==> src/source/pan_tilt_pkg.sv <==
/*
 * pan/tilt motion calculator shared definitions
 * widths, angle units, CORDIC table and gain
 */
`default_nettype none

package pan_tilt_pkg;

	////////////////////////////////////////
	// coordinates

	// floor positions and light height
	localparam int POS_W = 12;
	typedef logic [POS_W-1:0] pos_t;

	// CORDIC x/y, wide enough for gain growth through both chains
	localparam int VEC_W = 18;
	typedef logic signed [VEC_W-1:0] vec_t;

	////////////////////////////////////////
	// angles

	// binary angle, 65536 is one full turn
	localparam int ANG_W = 16;
	typedef logic [ANG_W-1:0] ang_t;

	localparam ang_t HALF_TURN    = 16'd32768;
	localparam ang_t QUARTER_TURN = 16'd16384;

	////////////////////////////////////////
	// CORDIC

	// iterations per chain
	localparam int N_STAGES = 14;

	// atan(2^-i) in angle units, rounded
	localparam ang_t ATAN_TABLE [0:N_STAGES-1] = '{
		16'd8192, 16'd4836, 16'd2555, 16'd1297,
		16'd651,  16'd326,  16'd163,  16'd81,
		16'd41,   16'd20,   16'd10,   16'd5,
		16'd3,    16'd1
	};

	// chain gain 1.6468 in Q14
	localparam logic [15:0] CORDIC_GAIN = 16'd26981;
	localparam int GAIN_FRAC = 14;

	////////////////////////////////////////
	// DMX output

	typedef logic [7:0] dmx_t;

	// a quarter turn of tilt lands on 256
	localparam int TILT_SHIFT = 6;

	// setup + two chains + output mapper
	localparam int LATENCY = 30;

endpackage

`default_nettype wire

==> src/source/aim_setup.sv <==
/*
 * aim setup: light-to-target vector, folded into the right half-plane,
 * plus the light height pre-scaled by the CORDIC gain
 */
`timescale 1ns/1ps
`default_nettype none

module aim_setup import pan_tilt_pkg::*; (
	input  logic clk,
	input  logic reset,
	input  logic in_valid,
	input  pos_t x_com,
	input  pos_t y_com,
	input  pos_t x_light,
	input  pos_t y_light,
	input  pos_t height,
	output logic out_valid,
	output vec_t out_x,
	output vec_t out_y,
	output ang_t out_z,
	output vec_t out_aux
);

	// raw differences need one extra bit for the sign
	logic signed [POS_W:0] dx;
	logic signed [POS_W:0] dy;

	// folded vector and its starting angle
	vec_t fold_x;
	vec_t fold_y;
	ang_t fold_z;

	// height times gain, full product before the shift
	logic [POS_W+15:0] height_prod;
	vec_t height_scaled;

	////////////////////////////////////////
	// combinational math

	always_comb begin
		// target minus light, both unsigned so zero-extend first
		dx = $signed({1'b0, x_com}) - $signed({1'b0, x_light});
		dy = $signed({1'b0, y_com}) - $signed({1'b0, y_light});

		// vectoring only converges for x >= 0
		// so flip left-half vectors through the origin
		// and start the accumulated angle at a half turn
		if (dx < 0) begin
			fold_x = -vec_t'(dx);
			fold_y = -vec_t'(dy);
			fold_z = HALF_TURN;
		end else begin
			fold_x = vec_t'(dx);
			fold_y = vec_t'(dy);
			fold_z = '0;
		end

		// tilt chain compares height against distance*gain
		// so give height the same gain up front
		height_prod = height * CORDIC_GAIN;
		height_scaled = vec_t'(height_prod >> GAIN_FRAC);
	end

	////////////////////////////////////////
	// pipeline register

	// valid bit only
	always_ff @(posedge clk) begin
		if (reset) begin
			out_valid <= 1'b0;
		end else begin
			out_valid <= in_valid;
		end
	end

	// payload
	always_ff @(posedge clk) begin
		out_x   <= fold_x;
		out_y   <= fold_y;
		out_z   <= fold_z;
		out_aux <= height_scaled;
	end

endmodule

`default_nettype wire

==> src/source/cordic_stage.sv <==
/*
 * one registered CORDIC vectoring micro-rotation
 * drives y toward zero and carries a payload word alongside
 */
`timescale 1ns/1ps
`default_nettype none

module cordic_stage import pan_tilt_pkg::*; #(
	// iteration index, sets the shift and the table entry
	parameter int STAGE = 0
) (
	input  logic clk,
	input  logic reset,
	input  logic in_valid,
	input  vec_t in_x,
	input  vec_t in_y,
	input  ang_t in_z,
	input  vec_t in_aux,
	output logic out_valid,
	output vec_t out_x,
	output vec_t out_y,
	output ang_t out_z,
	output vec_t out_aux
);

	// shifted copies, arithmetic so sign is kept
	vec_t x_shr;
	vec_t y_shr;

	// rotated values before the register
	vec_t next_x;
	vec_t next_y;
	ang_t next_z;

	////////////////////////////////////////
	// micro-rotation

	always_comb begin
		x_shr = in_x >>> STAGE;
		y_shr = in_y >>> STAGE;

		// y above the axis: rotate clockwise, angle grows
		if (!in_y[VEC_W-1]) begin
			next_x = in_x + y_shr;
			next_y = in_y - x_shr;
			next_z = in_z + ATAN_TABLE[STAGE];
		// y below the axis: rotate the other way
		end else begin
			next_x = in_x - y_shr;
			next_y = in_y + x_shr;
			next_z = in_z - ATAN_TABLE[STAGE];
		end
	end

	////////////////////////////////////////
	// pipeline register

	always_ff @(posedge clk) begin
		if (reset) begin
			out_valid <= 1'b0;
		end else begin
			out_valid <= in_valid;
		end
	end

	// data moves every cycle, qualified by out_valid
	always_ff @(posedge clk) begin
		out_x   <= next_x;
		out_y   <= next_y;
		out_z   <= next_z;
		// payload rides along untouched
		out_aux <= in_aux;
	end

endmodule

`default_nettype wire

==> src/source/angle_to_dmx.sv <==
/*
 * maps the final pan and tilt angles to DMX channel bytes
 */
`timescale 1ns/1ps
`default_nettype none

module angle_to_dmx import pan_tilt_pkg::*; (
	input  logic clk,
	input  logic reset,
	input  logic in_valid,
	input  ang_t in_z,
	input  vec_t in_aux,
	output logic out_valid,
	output dmx_t pan,
	output dmx_t tilt
);

	// pan angle as carried in the payload word
	ang_t pan_ang;

	// pan rotated so straight east lands on 128
	ang_t pan_offset;

	// tilt angle recovered from the accumulated z
	logic signed [ANG_W-1:0] tilt_ang;

	dmx_t pan_byte;
	dmx_t tilt_byte;

	////////////////////////////////////////
	// angle mapping

	always_comb begin
		// upper aux bits are zero fill
		pan_ang = in_aux[ANG_W-1:0];

		// wraps mod one full turn
		pan_offset = pan_ang + HALF_TURN;
		pan_byte = pan_offset[ANG_W-1:ANG_W-8];

		// tilt chain started its z at the pan angle
		tilt_ang = $signed(in_z - pan_ang);

		// shift by TILT_SHIFT then clamp to 0..255
		// a quarter turn is exactly where the shifted value hits 256
		if (tilt_ang < 0) begin
			tilt_byte = 8'd0;
		end else if (tilt_ang >= $signed({1'b0, QUARTER_TURN})) begin
			tilt_byte = 8'd255;
		end else begin
			tilt_byte = tilt_ang[TILT_SHIFT +: 8];
		end
	end

	////////////////////////////////////////
	// output registers

	always_ff @(posedge clk) begin
		if (reset) begin
			out_valid <= 1'b0;
		end else begin
			out_valid <= in_valid;
		end
	end

	// bytes hold between samples
	always_ff @(posedge clk) begin
		if (in_valid) begin
			pan  <= pan_byte;
			tilt <= tilt_byte;
		end
	end

endmodule

`default_nettype wire

==> src/source/pan_tilt_top.sv <==
/*
 * pan/tilt motion calculator top level
 * setup, pan CORDIC chain, tilt CORDIC chain, DMX byte mapper
 */
`timescale 1ns/1ps
`default_nettype none

module pan_tilt_top import pan_tilt_pkg::*; (
	input  logic clk,
	input  logic reset,
	input  logic in_valid,
	input  pos_t x_com,
	input  pos_t y_com,
	input  pos_t x_light,
	input  pos_t y_light,
	input  pos_t height,
	output logic out_valid,
	output dmx_t pan,
	output dmx_t tilt
);

	////////////////////////////////////////
	// pipeline nets

	// index k is the input of stage k, index N_STAGES the chain output
	logic pan_valid [0:N_STAGES];
	vec_t pan_x     [0:N_STAGES];
	vec_t pan_y     [0:N_STAGES];
	ang_t pan_z     [0:N_STAGES];
	vec_t pan_aux   [0:N_STAGES];

	// tilt x/y at the last index are residues, only z and aux go on
	logic tilt_valid [0:N_STAGES];
	vec_t tilt_x     [0:N_STAGES];
	vec_t tilt_y     [0:N_STAGES];
	ang_t tilt_z     [0:N_STAGES];
	vec_t tilt_aux   [0:N_STAGES];

	////////////////////////////////////////
	// setup, 1 cycle

	aim_setup setup (
		.clk       (clk),
		.reset     (reset),
		.in_valid  (in_valid),
		.x_com     (x_com),
		.y_com     (y_com),
		.x_light   (x_light),
		.y_light   (y_light),
		.height    (height),
		.out_valid (pan_valid[0]),
		.out_x     (pan_x[0]),
		.out_y     (pan_y[0]),
		.out_z     (pan_z[0]),
		.out_aux   (pan_aux[0])
	);

	////////////////////////////////////////
	// pan chain, N_STAGES cycles

	// rotates (dx, dy) onto the x axis
	// z ends at the pan angle, x at distance*gain
	for (genvar i = 0; i < N_STAGES; i++) begin : g_pan
		cordic_stage #(.STAGE(i)) stage (
			.clk       (clk),
			.reset     (reset),
			.in_valid  (pan_valid[i]),
			.in_x      (pan_x[i]),
			.in_y      (pan_y[i]),
			.in_z      (pan_z[i]),
			.in_aux    (pan_aux[i]),
			.out_valid (pan_valid[i+1]),
			.out_x     (pan_x[i+1]),
			.out_y     (pan_y[i+1]),
			.out_z     (pan_z[i+1]),
			.out_aux   (pan_aux[i+1])
		);
	end

	////////////////////////////////////////
	// chain crossover

	// scaled height becomes x, distance becomes y
	// both carry the same gain so the ratio is exact
	assign tilt_valid[0] = pan_valid[N_STAGES];
	assign tilt_x[0]     = pan_aux[N_STAGES];
	assign tilt_y[0]     = pan_x[N_STAGES];

	// z keeps accumulating on top of pan
	// pan also rides as payload so the mapper can subtract it back out
	assign tilt_z[0]   = pan_z[N_STAGES];
	assign tilt_aux[0] = {{(VEC_W-ANG_W){1'b0}}, pan_z[N_STAGES]};

	////////////////////////////////////////
	// tilt chain, N_STAGES cycles

	for (genvar i = 0; i < N_STAGES; i++) begin : g_tilt
		cordic_stage #(.STAGE(i)) stage (
			.clk       (clk),
			.reset     (reset),
			.in_valid  (tilt_valid[i]),
			.in_x      (tilt_x[i]),
			.in_y      (tilt_y[i]),
			.in_z      (tilt_z[i]),
			.in_aux    (tilt_aux[i]),
			.out_valid (tilt_valid[i+1]),
			.out_x     (tilt_x[i+1]),
			.out_y     (tilt_y[i+1]),
			.out_z     (tilt_z[i+1]),
			.out_aux   (tilt_aux[i+1])
		);
	end

	////////////////////////////////////////
	// DMX byte mapping, 1 cycle

	angle_to_dmx mapper (
		.clk       (clk),
		.reset     (reset),
		.in_valid  (tilt_valid[N_STAGES]),
		.in_z      (tilt_z[N_STAGES]),
		.in_aux    (tilt_aux[N_STAGES]),
		.out_valid (out_valid),
		.pan       (pan),
		.tilt      (tilt)
	);

endmodule

`default_nettype wire

==> config.mk <==
export PLATFORM = sky130hd
export DESIGN_NAME = pan_tilt_top
export DESIGN_NICKNAME = d
export VERILOG_FILES = /design/src/source/pan_tilt_pkg.sv /design/src/source/aim_setup.sv /design/src/source/cordic_stage.sv /design/src/source/angle_to_dmx.sv /design/src/source/pan_tilt_top.sv
export SDC_FILE = /design/constraint.sdc
export NUM_CORES = 2
export LEC_CHECK = 0
export ABC_AREA = 1
export BUFFER_PORTS_ARGS = -buffer_cell sky130_fd_sc_hd__buf_2
export CORE_MARGIN = 2
export CORE_UTILIZATION = 35
export DETAILED_ROUTE_END_ITERATION = 6
export PLACE_DENSITY = 0.51
export SYNTH_ARGS = -nofsm -noshare
export SYNTH_HDL_FRONTEND = slang
export SYNTH_SLANG_ARGS = --single-unit
==> constraint.sdc <==
create_clock -name clk -period 10 [get_ports clk]
set_clock_uncertainty 0.1 [all_clocks]
set_input_delay 1 -clock clk [delete_from_list [all_inputs] [get_ports clk]]
set_output_delay 1 -clock clk [all_outputs]
set_load 0.03 [all_outputs]
==> results.ini <==
[status]
status = completed

[yosys]
synth_top_family_by_area = adder cells
ys.flop_type = dfxtp_1
synth_cell_types = 58
synth-seq-cells = 1761
synth-compound-area-share = 0.136
synth-xor-area-share = 0.126
netlist_area_sq_um = 111000
yosysWarnings = 0
yosysSeqAreaShare = 0.320
yosys.area_share.simple = 0.171
syn_inst = 14100
async_flop_share = 0
synth_fa_ha_area_frac = 0.184
synthMuxAreaShare = 0
synth_edf_count = 16
syn_area_per_cell_sq_um = 7.88

[clock_network]
cts_resized = 0
clockRootBuffer = clkbuf_16
clk_pin_slew_ns = 0.07
insertion_delay_ns = 0.88
htreeDepth = 4
cts_inserted_buffers = 203
postCtsHoldBufs = 0
cts_setup_buffers = 0
cts_sinks = 1761
max-clock-path-buffers = 4
tritoncts = built

[sta]
final.setup.tns_ns = 0
slew_violations = 0
relSlewSlack = 0.249
worst_slack_ns = 5.20
final.period_utilization = 0.480
rsz0062_at_grt = false
setup_violations = 0
fmax_ghz = 0.208
fin_crit_ns = 4.80
worst_slew_pin_slew_ns = 1.12
hold_violations = 0

[placement]
gp_congestion = 0.868
post-place-ws_ns = 4.31
numPortBuffers = 79
hpwlAfterDp_mm = 224

[min_path]
hp-class = flip-flop to flip-flop

[die]
core_area_sq_um = 315000
dieArea_sq_um = 321000
die_w_um = 567
die_h_um = 567
ios = 80
initial_core_util = 0.352
placementRows = 206

[global_routing]
grt_pass1_vias = 87400
grt_overflow = 0
grt_pass1_wl_mm = 450
grtUsageTotal = 0.167
grt_start_max_net_pins = 41
antenna_found_initial = 6

[setup_path]
start_kind = input pin
cp_common_cell = inv_1
critPathSlowestCell = fa_1
crit_type = input pin to flip-flop
crit_arrival_ns = 5.46
cp-end-kind = flip-flop
critPathMaxStageDelay_ns = 0.54
cp_max_fo = 7
critPathRequiredTime_ns = 10.66
worstPathCellList = buf_2 > inv_1 > ha_1 > inv_1 > fa_1 > inv_1 > fa_1 > inv_1 > fa_1 > inv_1 > fa_1 > inv_1 > ha_1 > nand2_1 > nor4_1 > nand2_1 > nand2_1 > nand2_1 > nand3_1 > nand2_1

[detailed_routing]
drt-vias-per-instance = 4.77
firstDrtPassIters = 6
drc = 0
wire_per_inst_um = 14.7
antenna_left = 0
vias = 88800
wl_mm = 274
drt_iter0_drc = 4328

[final_layout]
area_growth_pct = 11.1
final_cell_mix = nand2_1, inv_1, dfxtp_1
mostFrequentLayoutCell = nand2_1
fin_nets = 15900
drive_gt1_frac = 0.0342
final_util = 0.391

[job]
cap_violations = 0

==> synth_stat cells, types with 100 or more instances <==
master | n | area share
nand3_1 | 583 | 0.026
nand2_1 | 2331 | 0.079
a21oi_1 | 1318 | 0.060
dfxtp_1 | 1745 | 0.32
o21ai_0 | 769 | 0.035
fa_1 | 116 | 0.021
xnor2_1 | 447 | 0.035
o21bai_1 | 100 | 0.0068
ha_1 | 1442 | 0.16
xor2_1 | 1141 | 0.090
nor2_1 | 1042 | 0.035
a21o_1 | 129 | 0.0087
nor3_1 | 305 | 0.014
inv_1 | 1764 | 0.060
a21boi_0 | 115 | 0.0078
a31oi_1 | 183 | 0.010
nand4_1 | 154 | 0.0087
==> final timing paths <==
kind	to	cells after the start	startpoint	slack, ns
worst min-delay path	g_tilt[13].stage.out_aux[4]	0	g_tilt[12].stage.out_aux[4]	0.20
worst max register to register	g_tilt[1].stage.out_y[17]	14	g_tilt[0].stage.out_y[17]	5.76
worst min register to register	g_tilt[13].stage.out_aux[4]	0	g_tilt[12].stage.out_aux[4]	0.20
worst max-delay path	setup.out_aux[7]	20	height[10]	5.20
==> metrics by stage <==
| stage | area (sq um) | std cells | hold WS (ns) |
|---|---|---|---|
| floorplan | 111000 | 14100 | 0.210 |
| global placement | 116000 | 18200 | 0.210 |
| detailed placement | 116000 | 18200 | 0.212 |
| CTS | 123000 | 18600 | 0.175 |
| global route | 123000 | 18600 | 0.196 |
| finish | 123000 | 18600 | 0.195 |
==> worst max-delay path: cells and delay by family <==
family | cells | cell delay (ns)
buffers and inverters | 7 | 0.58
adders and majority gates | 6 | 2.77
and+or+nand+nor | 7 | 1.09
==> sequential cells by signal (all words and copies together) (netlist names) <==
| register | count |
|---|---|
| setup.out_z | 1 |
| g_pan.stage.out_y | 220 |
| setup.out_y | 18 |
| g_pan.stage.out_x | 252 |
| setup.out_aux | 13 |
| setup.out_x | 18 |
| g_tilt.stage.out_valid | 14 |
| setup.out_valid | 1 |
| g_tilt.stage.out_x | 204 |
| g_pan.stage.out_z | 184 |
| g_pan.stage.out_aux | 182 |
| g_pan.stage.out_valid | 14 |
| mapper.tilt | 8 |
| g_tilt.stage.out_y | 216 |
| mapper.pan | 8 |
| g_tilt.stage.out_aux | 197 |
| mapper.out_valid | 1 |
| g_tilt.stage.out_z | 210 |
==> kinds of logic after synthesis <==
kind of cell | count (synthesis)
AO/OA/AOI/OAI | 2729
XOR/XNOR | 1588
adder cells (fa/ha/maj) | 1558
buffers and inverters | 1895
flip-flops | 1761
other | 1
AND/OR/NAND/NOR | 4534
==> routing by layer <==
metal / part of all wire / track usage
met3: 0.033 / 0.0189
met1: 0.49 / 0.225
met2: 0.45 / 0.284
met4: 0.024 / 0.0415
met5: 0 / 0
==> area by class of cell <==
cell class	instances	area (sq um)
antenna	2	5.00
clock buffer	273	5690
clock inverter	96	1290
fill	32800	192000
inverter	1778	6670
multi-input combinational	10400	68200
sequential	1761	35400
tap	4160	5200
timing repair buffer	110	628
Power is left out: the tool's default activity adds up to more than one toggle a clock period on the data nets, which glitch-free logic cannot reach.
